## src/design/cpu_pkg.sv

```systemverilog
`default_nettype none

package cpu_pkg;

    typedef logic [63:0] word_t;
    typedef logic [31:0] addr_t;
    typedef logic [2:0]  reg_idx_t;
    typedef logic [5:0]  opcode_t;

    // instruction word layout
    localparam int OPC_LSB   = 0;
    localparam int OPC_W     = 6;
    localparam int SRC_A_LSB = 6;
    localparam int SRC_B_LSB = 9;
    localparam int DST_LSB   = 12;
    localparam int IDX_W     = 3;
    localparam int HALF_BIT  = 15;
    localparam int IMM_LSB   = 32;
    localparam int IMM_W     = 32;

    localparam opcode_t OP_ADD   = 6'd0;
    localparam opcode_t OP_SUB   = 6'd1;
    localparam opcode_t OP_AND   = 6'd2;
    localparam opcode_t OP_OR    = 6'd3;
    localparam opcode_t OP_XOR   = 6'd4;
    localparam opcode_t OP_LDI   = 6'd5;
    localparam opcode_t OP_SHL   = 6'd6;
    localparam opcode_t OP_STORE = 6'd7;
    localparam opcode_t OP_FEQ   = 6'd8;
    localparam opcode_t OP_FLT   = 6'd9;
    localparam opcode_t OP_BR    = 6'd10;
    localparam opcode_t OP_JMP   = 6'd11;
    localparam opcode_t OP_HALT  = 6'd63;

    localparam int QUEUE_DEPTH = 4;
    localparam int QUEUE_PTR_W = $clog2(QUEUE_DEPTH);

    typedef logic [QUEUE_PTR_W-1:0] queue_ptr_t;
    typedef logic [QUEUE_PTR_W:0]   queue_cnt_t;

    typedef enum logic [1:0] {
        FETCH_IDLE,
        FETCH_SETUP,
        FETCH_ACCESS,
        FETCH_HOLD
    } fetch_state_t;

    typedef enum logic [1:0] {
        EXEC_RUN,
        EXEC_STORE_SETUP,
        EXEC_STORE_ACCESS,
        EXEC_HALTED
    } exec_state_t;

endpackage

`default_nettype wire
```

## src/design/insn_if.sv

```systemverilog
`timescale 1ns/1ps
`default_nettype none

// instruction handoff between stages, valid/ready
interface insn_if;

    logic           valid;
    logic           ready;
    cpu_pkg::word_t insn;
    cpu_pkg::addr_t pc;

    modport source (output valid, output insn, output pc, input ready);

    modport sink (input valid, input insn, input pc, output ready);

endinterface

`default_nettype wire

```

## src/design/cpu_top.sv

```systemverilog
`timescale 1ns/1ps
`default_nettype none

module cpu_top (
    input  logic           clock,
    input  logic           rst_n,
    output cpu_pkg::addr_t imem_paddr,
    output logic           imem_psel,
    output logic           imem_penable,
    input  cpu_pkg::word_t imem_prdata,
    input  logic           imem_pready,
    output cpu_pkg::addr_t dmem_paddr,
    output cpu_pkg::word_t dmem_pwdata,
    output logic           dmem_psel,
    output logic           dmem_penable,
    input  logic           dmem_pready,
    output logic           halted
);

    logic           redirect;
    cpu_pkg::addr_t redirect_pc;

    insn_if fetch_to_queue ();
    insn_if queue_to_exec ();

    fetch_unit u_fetch (
        .clock        (clock),
        .rst_n        (rst_n),
        .redirect     (redirect),
        .redirect_pc  (redirect_pc),
        .out          (fetch_to_queue.source),
        .imem_paddr   (imem_paddr),
        .imem_psel    (imem_psel),
        .imem_penable (imem_penable),
        .imem_prdata  (imem_prdata),
        .imem_pready  (imem_pready)
    );

    insn_queue u_queue (
        .clock    (clock),
        .rst_n    (rst_n),
        .redirect (redirect),
        .in       (fetch_to_queue.sink),
        .out      (queue_to_exec.source)
    );

    execute_unit u_exec (
        .clock        (clock),
        .rst_n        (rst_n),
        .in           (queue_to_exec.sink),
        .redirect     (redirect),
        .redirect_pc  (redirect_pc),
        .dmem_paddr   (dmem_paddr),
        .dmem_pwdata  (dmem_pwdata),
        .dmem_psel    (dmem_psel),
        .dmem_penable (dmem_penable),
        .dmem_pready  (dmem_pready),
        .halted       (halted)
    );

endmodule

`default_nettype wire

```

## src/design/execute_unit.sv

```systemverilog
`timescale 1ns/1ps
`default_nettype none

module execute_unit (
    input  logic           clock,
    input  logic           rst_n,
    insn_if.sink           in,
    output logic           redirect,
    output cpu_pkg::addr_t redirect_pc,
    output cpu_pkg::addr_t dmem_paddr,
    output cpu_pkg::word_t dmem_pwdata,
    output logic           dmem_psel,
    output logic           dmem_penable,
    input  logic           dmem_pready,
    output logic           halted
);

    cpu_pkg::exec_state_t state;
    cpu_pkg::word_t       regs [2**cpu_pkg::IDX_W];
    logic [2**cpu_pkg::IDX_W-1:0] flags;

    cpu_pkg::opcode_t  opcode;
    cpu_pkg::reg_idx_t src_a;
    cpu_pkg::reg_idx_t src_b;
    cpu_pkg::reg_idx_t dst;
    logic              half;
    logic [cpu_pkg::IMM_W-1:0] imm;

    cpu_pkg::word_t op_a;
    cpu_pkg::word_t op_b;
    cpu_pkg::word_t result;
    logic           flag_a;
    logic           accept;
    logic           reg_we;
    logic           flag_we;
    logic           take;
    cpu_pkg::addr_t expect_pc;

    function automatic cpu_pkg::word_t alu(
        input cpu_pkg::opcode_t          op,
        input cpu_pkg::word_t            a,
        input cpu_pkg::word_t            b,
        input logic [cpu_pkg::IMM_W-1:0] k,
        input logic                      hi
    );
        cpu_pkg::word_t r;
        r = '0;
        case (op)
            cpu_pkg::OP_ADD: r = a + b;
            cpu_pkg::OP_SUB: r = a - b;
            cpu_pkg::OP_AND: r = a & b;
            cpu_pkg::OP_OR:  r = a | b;
            cpu_pkg::OP_XOR: r = a ^ b;
            // other half of a passes through unchanged
            cpu_pkg::OP_LDI: r = hi ? {k, a[31:0]} : {a[63:32], k};
            cpu_pkg::OP_SHL: r = a << b[5:0];
            cpu_pkg::OP_FEQ: r = cpu_pkg::word_t'(a == b);
            cpu_pkg::OP_FLT: r = cpu_pkg::word_t'(a < b);
            default:         r = '0;
        endcase
        return r;
    endfunction

    // field decode
    assign opcode = in.insn[cpu_pkg::OPC_LSB +: cpu_pkg::OPC_W];
    assign src_a  = in.insn[cpu_pkg::SRC_A_LSB +: cpu_pkg::IDX_W];
    assign src_b  = in.insn[cpu_pkg::SRC_B_LSB +: cpu_pkg::IDX_W];
    assign dst    = in.insn[cpu_pkg::DST_LSB +: cpu_pkg::IDX_W];
    assign half   = in.insn[cpu_pkg::HALF_BIT];
    assign imm    = in.insn[cpu_pkg::IMM_LSB +: cpu_pkg::IMM_W];

    assign op_a   = regs[src_a];
    assign op_b   = regs[src_b];
    assign flag_a = flags[src_a];
    assign result = alu(opcode, op_a, op_b, imm, half);

    // no accept while a redirect is out, the next queue entry is a wrong-path one
    assign in.ready = (state == cpu_pkg::EXEC_RUN) && !redirect;
    assign accept   = in.valid && in.ready;

    assign reg_we  = accept && (opcode <= cpu_pkg::OP_SHL);
    assign flag_we = accept && ((opcode == cpu_pkg::OP_FEQ) || (opcode == cpu_pkg::OP_FLT));
    assign take    = accept && ((opcode == cpu_pkg::OP_JMP) ||
                                ((opcode == cpu_pkg::OP_BR) && flag_a));

    assign dmem_psel    = (state == cpu_pkg::EXEC_STORE_SETUP) ||
                          (state == cpu_pkg::EXEC_STORE_ACCESS);
    assign dmem_penable = (state == cpu_pkg::EXEC_STORE_ACCESS);
    assign halted       = (state == cpu_pkg::EXEC_HALTED);

    always_ff @(posedge clock)
    begin
        if (!rst_n)
        begin
            state     <= cpu_pkg::EXEC_RUN;
            redirect  <= 1'b0;
            flags     <= '0;
            expect_pc <= '0;
            for (int i = 0; i < 2**cpu_pkg::IDX_W; i++)
                regs[i] <= '0;
        end
        else
        begin
            redirect <= take;
            if (reg_we)
                regs[dst] <= result;
            if (flag_we)
                flags[dst] <= result[0];
            if (accept)
                expect_pc <= take ? cpu_pkg::addr_t'(imm) : in.pc + 32'd1;

            case (state)
                cpu_pkg::EXEC_RUN:
                begin
                    if (accept && (opcode == cpu_pkg::OP_STORE))
                        state <= cpu_pkg::EXEC_STORE_SETUP;
                    else if (accept && (opcode == cpu_pkg::OP_HALT))
                        state <= cpu_pkg::EXEC_HALTED;
                end
                cpu_pkg::EXEC_STORE_SETUP:
                    state <= cpu_pkg::EXEC_STORE_ACCESS;
                cpu_pkg::EXEC_STORE_ACCESS:
                begin
                    if (dmem_pready)
                        state <= cpu_pkg::EXEC_RUN;
                end
                default:
                    state <= cpu_pkg::EXEC_HALTED;
            endcase
        end
    end

    always_ff @(posedge clock)
    begin
        if (take)
            redirect_pc <= cpu_pkg::addr_t'(imm);
        if (accept && (opcode == cpu_pkg::OP_STORE))
        begin
            dmem_paddr  <= op_a[31:0] + imm;
            dmem_pwdata <= op_b;
        end
    end

    a_redirect_not_in_store: assert property (@(posedge clock) disable iff (!rst_n)
        redirect |-> !dmem_psel);

    // fetch and queue together must deliver the program in order, nothing lost or repeated
    a_insn_order: assert property (@(posedge clock) disable iff (!rst_n)
        accept |-> (in.pc == expect_pc));

endmodule

`default_nettype wire

```

## src/design/insn_queue.sv

```systemverilog
`timescale 1ns/1ps
`default_nettype none

module insn_queue (
    input  logic   clock,
    input  logic   rst_n,
    input  logic   redirect,
    insn_if.sink   in,
    insn_if.source out
);

    cpu_pkg::word_t      insn_mem [cpu_pkg::QUEUE_DEPTH];
    cpu_pkg::addr_t      pc_mem   [cpu_pkg::QUEUE_DEPTH];
    cpu_pkg::queue_ptr_t wr_ptr;
    cpu_pkg::queue_ptr_t rd_ptr;
    cpu_pkg::queue_cnt_t count;
    logic                full;
    logic                empty;
    logic                push;
    logic                pop;

    assign full  = (count == cpu_pkg::queue_cnt_t'(cpu_pkg::QUEUE_DEPTH));
    assign empty = (count == '0);
    assign push  = in.valid && !full;
    assign pop   = out.ready && !empty;

    assign in.ready  = !full;
    assign out.valid = !empty;
    assign out.insn  = insn_mem[rd_ptr];
    assign out.pc    = pc_mem[rd_ptr];

    // depth is a power of two so the pointers wrap on their own
    always_ff @(posedge clock)
    begin
        if (!rst_n || redirect)
        begin
            wr_ptr <= '0;
            rd_ptr <= '0;
            count  <= '0;
        end
        else
        begin
            if (push)
                wr_ptr <= wr_ptr + 1'b1;
            if (pop)
                rd_ptr <= rd_ptr + 1'b1;
            case ({push, pop})
                2'b10:   count <= count + 1'b1;
                2'b01:   count <= count - 1'b1;
                default: count <= count;
            endcase
        end
    end

    always_ff @(posedge clock)
    begin
        if (push && !redirect)
        begin
            insn_mem[wr_ptr] <= in.insn;
            pc_mem[wr_ptr]   <= in.pc;
        end
    end

    a_count_bound: assert property (@(posedge clock) disable iff (!rst_n)
        count <= cpu_pkg::queue_cnt_t'(cpu_pkg::QUEUE_DEPTH));

endmodule

`default_nettype wire

```

## src/design/fetch_unit.sv

```systemverilog
`timescale 1ns/1ps
`default_nettype none

module fetch_unit (
    input  logic           clock,
    input  logic           rst_n,
    input  logic           redirect,
    input  cpu_pkg::addr_t redirect_pc,
    insn_if.source         out,
    output cpu_pkg::addr_t imem_paddr,
    output logic           imem_psel,
    output logic           imem_penable,
    input  cpu_pkg::word_t imem_prdata,
    input  logic           imem_pready
);

    cpu_pkg::fetch_state_t state;
    cpu_pkg::addr_t        fetch_pc;
    cpu_pkg::addr_t        pend_pc;
    cpu_pkg::word_t        insn_q;
    logic                  discard;
    logic                  rd_busy;
    logic                  rd_done;

    assign rd_busy = (state == cpu_pkg::FETCH_SETUP) || (state == cpu_pkg::FETCH_ACCESS);
    assign rd_done = (state == cpu_pkg::FETCH_ACCESS) && imem_pready;

    assign imem_paddr   = fetch_pc;
    assign imem_psel    = rd_busy;
    assign imem_penable = (state == cpu_pkg::FETCH_ACCESS);

    assign out.valid = (state == cpu_pkg::FETCH_HOLD);
    assign out.insn  = insn_q;
    assign out.pc    = fetch_pc;

    always_ff @(posedge clock)
    begin
        if (!rst_n)
        begin
            state    <= cpu_pkg::FETCH_IDLE;
            fetch_pc <= '0;
            discard  <= 1'b0;
        end
        else
        begin
            case (state)
                cpu_pkg::FETCH_IDLE:
                begin
                    if (redirect)
                        fetch_pc <= redirect_pc;
                    state <= cpu_pkg::FETCH_SETUP;
                end
                cpu_pkg::FETCH_SETUP:
                begin
                    // the address must not move mid-transfer, so only note the redirect
                    if (redirect)
                        discard <= 1'b1;
                    state <= cpu_pkg::FETCH_ACCESS;
                end
                cpu_pkg::FETCH_ACCESS:
                begin
                    if (imem_pready)
                    begin
                        if (redirect || discard)
                        begin
                            fetch_pc <= redirect ? redirect_pc : pend_pc;
                            discard  <= 1'b0;
                            state    <= cpu_pkg::FETCH_SETUP;
                        end
                        else
                        begin
                            state <= cpu_pkg::FETCH_HOLD;
                        end
                    end
                    else if (redirect)
                    begin
                        discard <= 1'b1;
                    end
                end
                cpu_pkg::FETCH_HOLD:
                begin
                    // redirect drops the held word even if the queue takes it
                    if (redirect)
                    begin
                        fetch_pc <= redirect_pc;
                        state    <= cpu_pkg::FETCH_SETUP;
                    end
                    else if (out.ready)
                    begin
                        fetch_pc <= fetch_pc + 32'd1;
                        state    <= cpu_pkg::FETCH_SETUP;
                    end
                end
                default:
                    state <= cpu_pkg::FETCH_IDLE;
            endcase
        end
    end

    always_ff @(posedge clock)
    begin
        if (redirect && rd_busy)
            pend_pc <= redirect_pc;
        if (rd_done)
            insn_q <= imem_prdata;
    end

    a_penable_needs_psel: assert property (@(posedge clock) disable iff (!rst_n)
        imem_penable |-> imem_psel);

    a_paddr_stable: assert property (@(posedge clock) disable iff (!rst_n)
        imem_psel && !(imem_penable && imem_pready) |=> $stable(imem_paddr));

endmodule

`default_nettype wire

```

## config.mk

```make
export PLATFORM = sky130hd
export DESIGN_NAME = cpu_top
export DESIGN_NICKNAME = d
export VERILOG_FILES = /design/src/design/cpu_pkg.sv /design/src/design/insn_if.sv /design/src/design/cpu_top.sv /design/src/design/execute_unit.sv /design/src/design/insn_queue.sv /design/src/design/fetch_unit.sv
export SDC_FILE = /design/constraint.sdc
export NUM_CORES = 2
export LEC_CHECK = 0
export BUFFER_PORTS_ARGS = -buffer_cell sky130_fd_sc_hd__buf_2
export CAP_MARGIN = 10
export CELL_PAD_IN_SITES_DETAIL_PLACEMENT = 0
export CELL_PAD_IN_SITES_GLOBAL_PLACEMENT = 1
export CORE_MARGIN = 1
export CORE_UTILIZATION = 46
export DETAILED_ROUTE_END_ITERATION = 10
export PLACE_DENSITY_LB_ADDON = 0.2
export RECOVER_POWER = 50
export SYNTH_ARGS = -nofsm -noshare
export SYNTH_HDL_FRONTEND = slang
export SYNTH_SLANG_ARGS = --single-unit
```

## constraint.sdc

```tcl
create_clock -name clock -period 6.45 [get_ports clock]
set_input_delay 1.29 -clock clock [delete_from_list [all_inputs] [get_ports clock]]
set_output_delay 1.29 -clock clock [all_outputs]
set_load 0.03 [all_outputs]
```

==> flow_summary_export.csv <==
group,metric,value,unit
pwr,power_density,370,nW/µm²
finish,nNetsFinal,6884,
synth,yosys.area_share.adder,5.06,%
routing,vias_per_cell,6.43,
clocking,cts.sinks,967,
synth,synthTopCellsByArea,"edfxtp_1 (45%), mux2i_1 (7.2%), mux4_2 (6.1%), ha_1 (4.9%), nor2_1 (3.9%)",
floorplan,initial_core_util,46.6,%
synth,synth_top_family_by_area,"compound AO/OA/AOI/OAI gates",
routing,routedWlPerCell,33.1,µm
synth,synthDistinctLibCells,95,
floorplan,core_area,130000,µm²
synth,synth_area_per_cell,10.8,µm²
synth,synth_edf_count,912,
synth,ys_warn_count,0,
critical_path,setup.worst_path.end_class,"register",
global_routing,antenna_found_initial,16,
place,place_hpwl,207000,µm
synth,async_reset_ff_share,0,%
finish,drive_above_1_share,22.9,%
critical_path,reg2reg_slack,0.09,ns
critical_path,worstPathRequired,6.95,ns
synth,synth_compound_area_share,17.0,%
global_routing,track_usage,40.9,%
synth,syn_nets,5944,
timing,post-route-min-period,6.36,ns
run_status,status,"complete, but fails checks",
synth,synth_cells,5633,
timing,fmax,0.157,GHz
critical_path,cp_max_fo,17,
timing,tns,0,ns
clocking,cts_buffer_depth,3,
place,dp_cells,8190,
timing,finClkSkew,0.0595,ns
synth,synth_seq_area_share,47.0,%
timing,relSlewSlack,-91.9,%
synth,synth.mux.area_fraction,13.7,%
critical_path,crit_arrival,6.85,ns
routing,dr_total_vias,54010,
routing,finalWirelength,278000,µm
floorplan,pin_count,201,
synth,synth_most_common_cell,"edfxtp_1",
synth,synth-xor-area-share,1.01,%
global_routing,first_global_vias,50658,
synth,synth_area,60600,µm²
timing,drv_slew,109,
pwr,leakage,0.0292,µW
clocking,cts_tree,"built",
synth,synth-simple-area-share,12.1,%
timing,timing.final.crit_share,98.6,%
pwr,peakVddDrop,0.000267,V
finish,fin_cells,8406,
run_status,violations,"max-capacitance violations, max-slew violations",
synth,yosys.area.top_type,"edfxtp_1",
clocking,cts_buffers,102,
global_routing,grt_pass1_wl,382000,µm
critical_path,cp-start-kind,"register",
routing,drtPass1Iterations,6,
floorplan,die_area,133000,µm²
clocking,clk_latency,0.79,ns
critical_path,crit_type,"register to register",
place,gp_congestion,1.06,
clocking,path_clk_slew,0.06,ns
floorplan,die_h,365,µm
finish,area_growth,22.4,%
run,drv_cap,3,
global_routing,grt_max_degree,122,
clocking,cts_hold_buffers,0,
routing,drc,0,
floorplan,fp.dieW,365,µm
timing,worstMarginPinSlew,2.88,ns
floorplan,num_rows,132,
global_routing,grt.overflow.total,0,
timing,setup_violations,0,
routing,drtIter0Drc,7206,
routing,drtAntennaViolNets,0,
finish,post-route-util,57.0,%
timing,worst_slack,0.0916,ns
place,io_buffers,184,
synth,synth_common_cells,"edfxtp_1 (912), nor2_1 (630), mux2i_1 (435)",
synth,synthFlopType,"edfxtp_1",
timing,whs,0.447,ns
clocking,htreeDepth,3,
timing,hold_violations,0,
place,pre_cts_ws,-0.118,ns
synth,synth_seq_cells,967,
clocking,cts_root_buf,"clkbuf_16",
hold_path,hold_class,"register to register",
synth,synth_top_area_share,45.2,%
==> power by group <==
part | switching (µW) | internal (µW) | total, µW
registers | 118 | 7080 | 7200
clock network | 2590 | 3280 | 5870
logic | 8950 | 5450 | 14400
total | 11700 | 15800 | 27500
==> routing by layer <==
layer  up-vias  part of all wire [%]  track usage, %
met5         -                 0.010               0
met2      3142                    42            58.6
li1      23314                     -               -
met4         4                   4.3            16.1
met1     27098                    42            58.2
met3       452                    12            11.7
==> stage by stage <==
stage | total power (µW) | area, µm²
after CTS | 26900 | 74100
after global routing | 28300 | 74200
final | 27500 | 74200
after floorplan | 14000 | 60600
after global placement | 21000 | 70800
after detailed placement | 21000 | 70800
==> cell usage in the layout (no fill, tap or decap), types with 20 or more instances in the layout <==
cell type    n
a221oi_1    55
edfxtp_1   912
a221o_1     25
xnor2_1     49
buf_4      962
mux2i_1    433
nand2_1    332
clkbuf_16  104
nor2b_1    197
mux4_2     160
and3_1      35
inv_1      230
a21o_1      74
o221ai_1    55
clkbuf_1   165
or3_1       23
a211oi_1    75
o21ai_0    259
o211ai_1    67
a21oi_1    360
dfxtp_1     53
nor3_1      75
xor2_1      21
buf_12      62
a22oi_1    217
clkinv_1    25
buf_2       51
nand4_1     29
o31ai_1     20
nand3_1     89
ha_1       238
nor2_1     628
nor4_1      24
nand2b_1    29
o21bai_1    50
a31oi_1     64
==> path summary, 6_finish.rpt <==
check | from | end | cells after the start
worst min-delay path | u_exec.redirect_pc[22]$_DFFE_PP_ | u_fetch.pend_pc[22]$_DFFE_PP_ | 0
worst min register to register | u_exec.redirect_pc[22]$_DFFE_PP_ | u_fetch.pend_pc[22]$_DFFE_PP_ | 0
worst max register to register | register | u_exec.regs[5][41]$_SDFFCE_PN0P_ | 21
worst max-delay path | register | u_exec.regs[5][41]$_SDFFCE_PN0P_ | 21
==> cells by family after synthesis <==
family          Yosys count
flops                   967
simple gates           1578
xor+xnor                 70
compound gates         1534
mux                     623
fa+ha+maj               243
buf+inv                 618
==> worst max-delay path: stages (launching register included) <==
cell	delay, ns
dfxtp_4	0.42
mux4_4	0.78
buf_12	0.23
mux2i_1	0.13
a22oi_1	0.18
and3_1	0.40
clkinv_1	0.16
ha_1	0.27
nor3_1	0.32
o2111ai_1	0.24
and3_1	0.29
a41o_1	0.31
a211oi_1	0.33
buf_4	0.22
a2111o_1	0.28
buf_4	0.16
a21oi_1	0.10
o31a_1	0.25
o32a_1	0.41
a311oi_2	0.33
buf_12	0.19
nor2_1	0.06
==> cell type report <==
class | count | area [µm²]
Inverter | 235 | 882
Multi-Input combinational cell | 4048 | 30000
Antenna cell | 6 | 15.0
Sequential cell | 967 | 28500
Tap cell | 1742 | 2180
Timing Repair Buffer | 1219 | 9300
Clock inverter | 57 | 574
Fill cell | 11433 | 55900
Clock buffer | 132 | 2730
==> sequential cells by signal, summed over array words and instances, names as in the netlist, named ones only <==
signal              cells
u_exec.flags            8
u_exec.dmem_paddr      32
u_fetch.state           2
u_fetch.discard         1
u_fetch.out.insn       48
u_exec.dmem_pwdata     64
u_queue.wr_ptr          2
u_fetch.pend_pc        32
u_queue.insn_mem      192
u_exec.redirect         1
u_fetch.imem_paddr     32
u_exec.redirect_pc     32
u_exec.state            2
u_exec.regs           512
u_queue.count           3
u_queue.rd_ptr          2
==> timing repair <==
action	in CTS	in global routing
setup buffers	0	21
pin swaps	0	10
resized for setup	3	36
endpoints found under the hold margin	0	0
setup endpoints to repair	8	125
No activity file was read; power rests on OpenSTA's default activity.
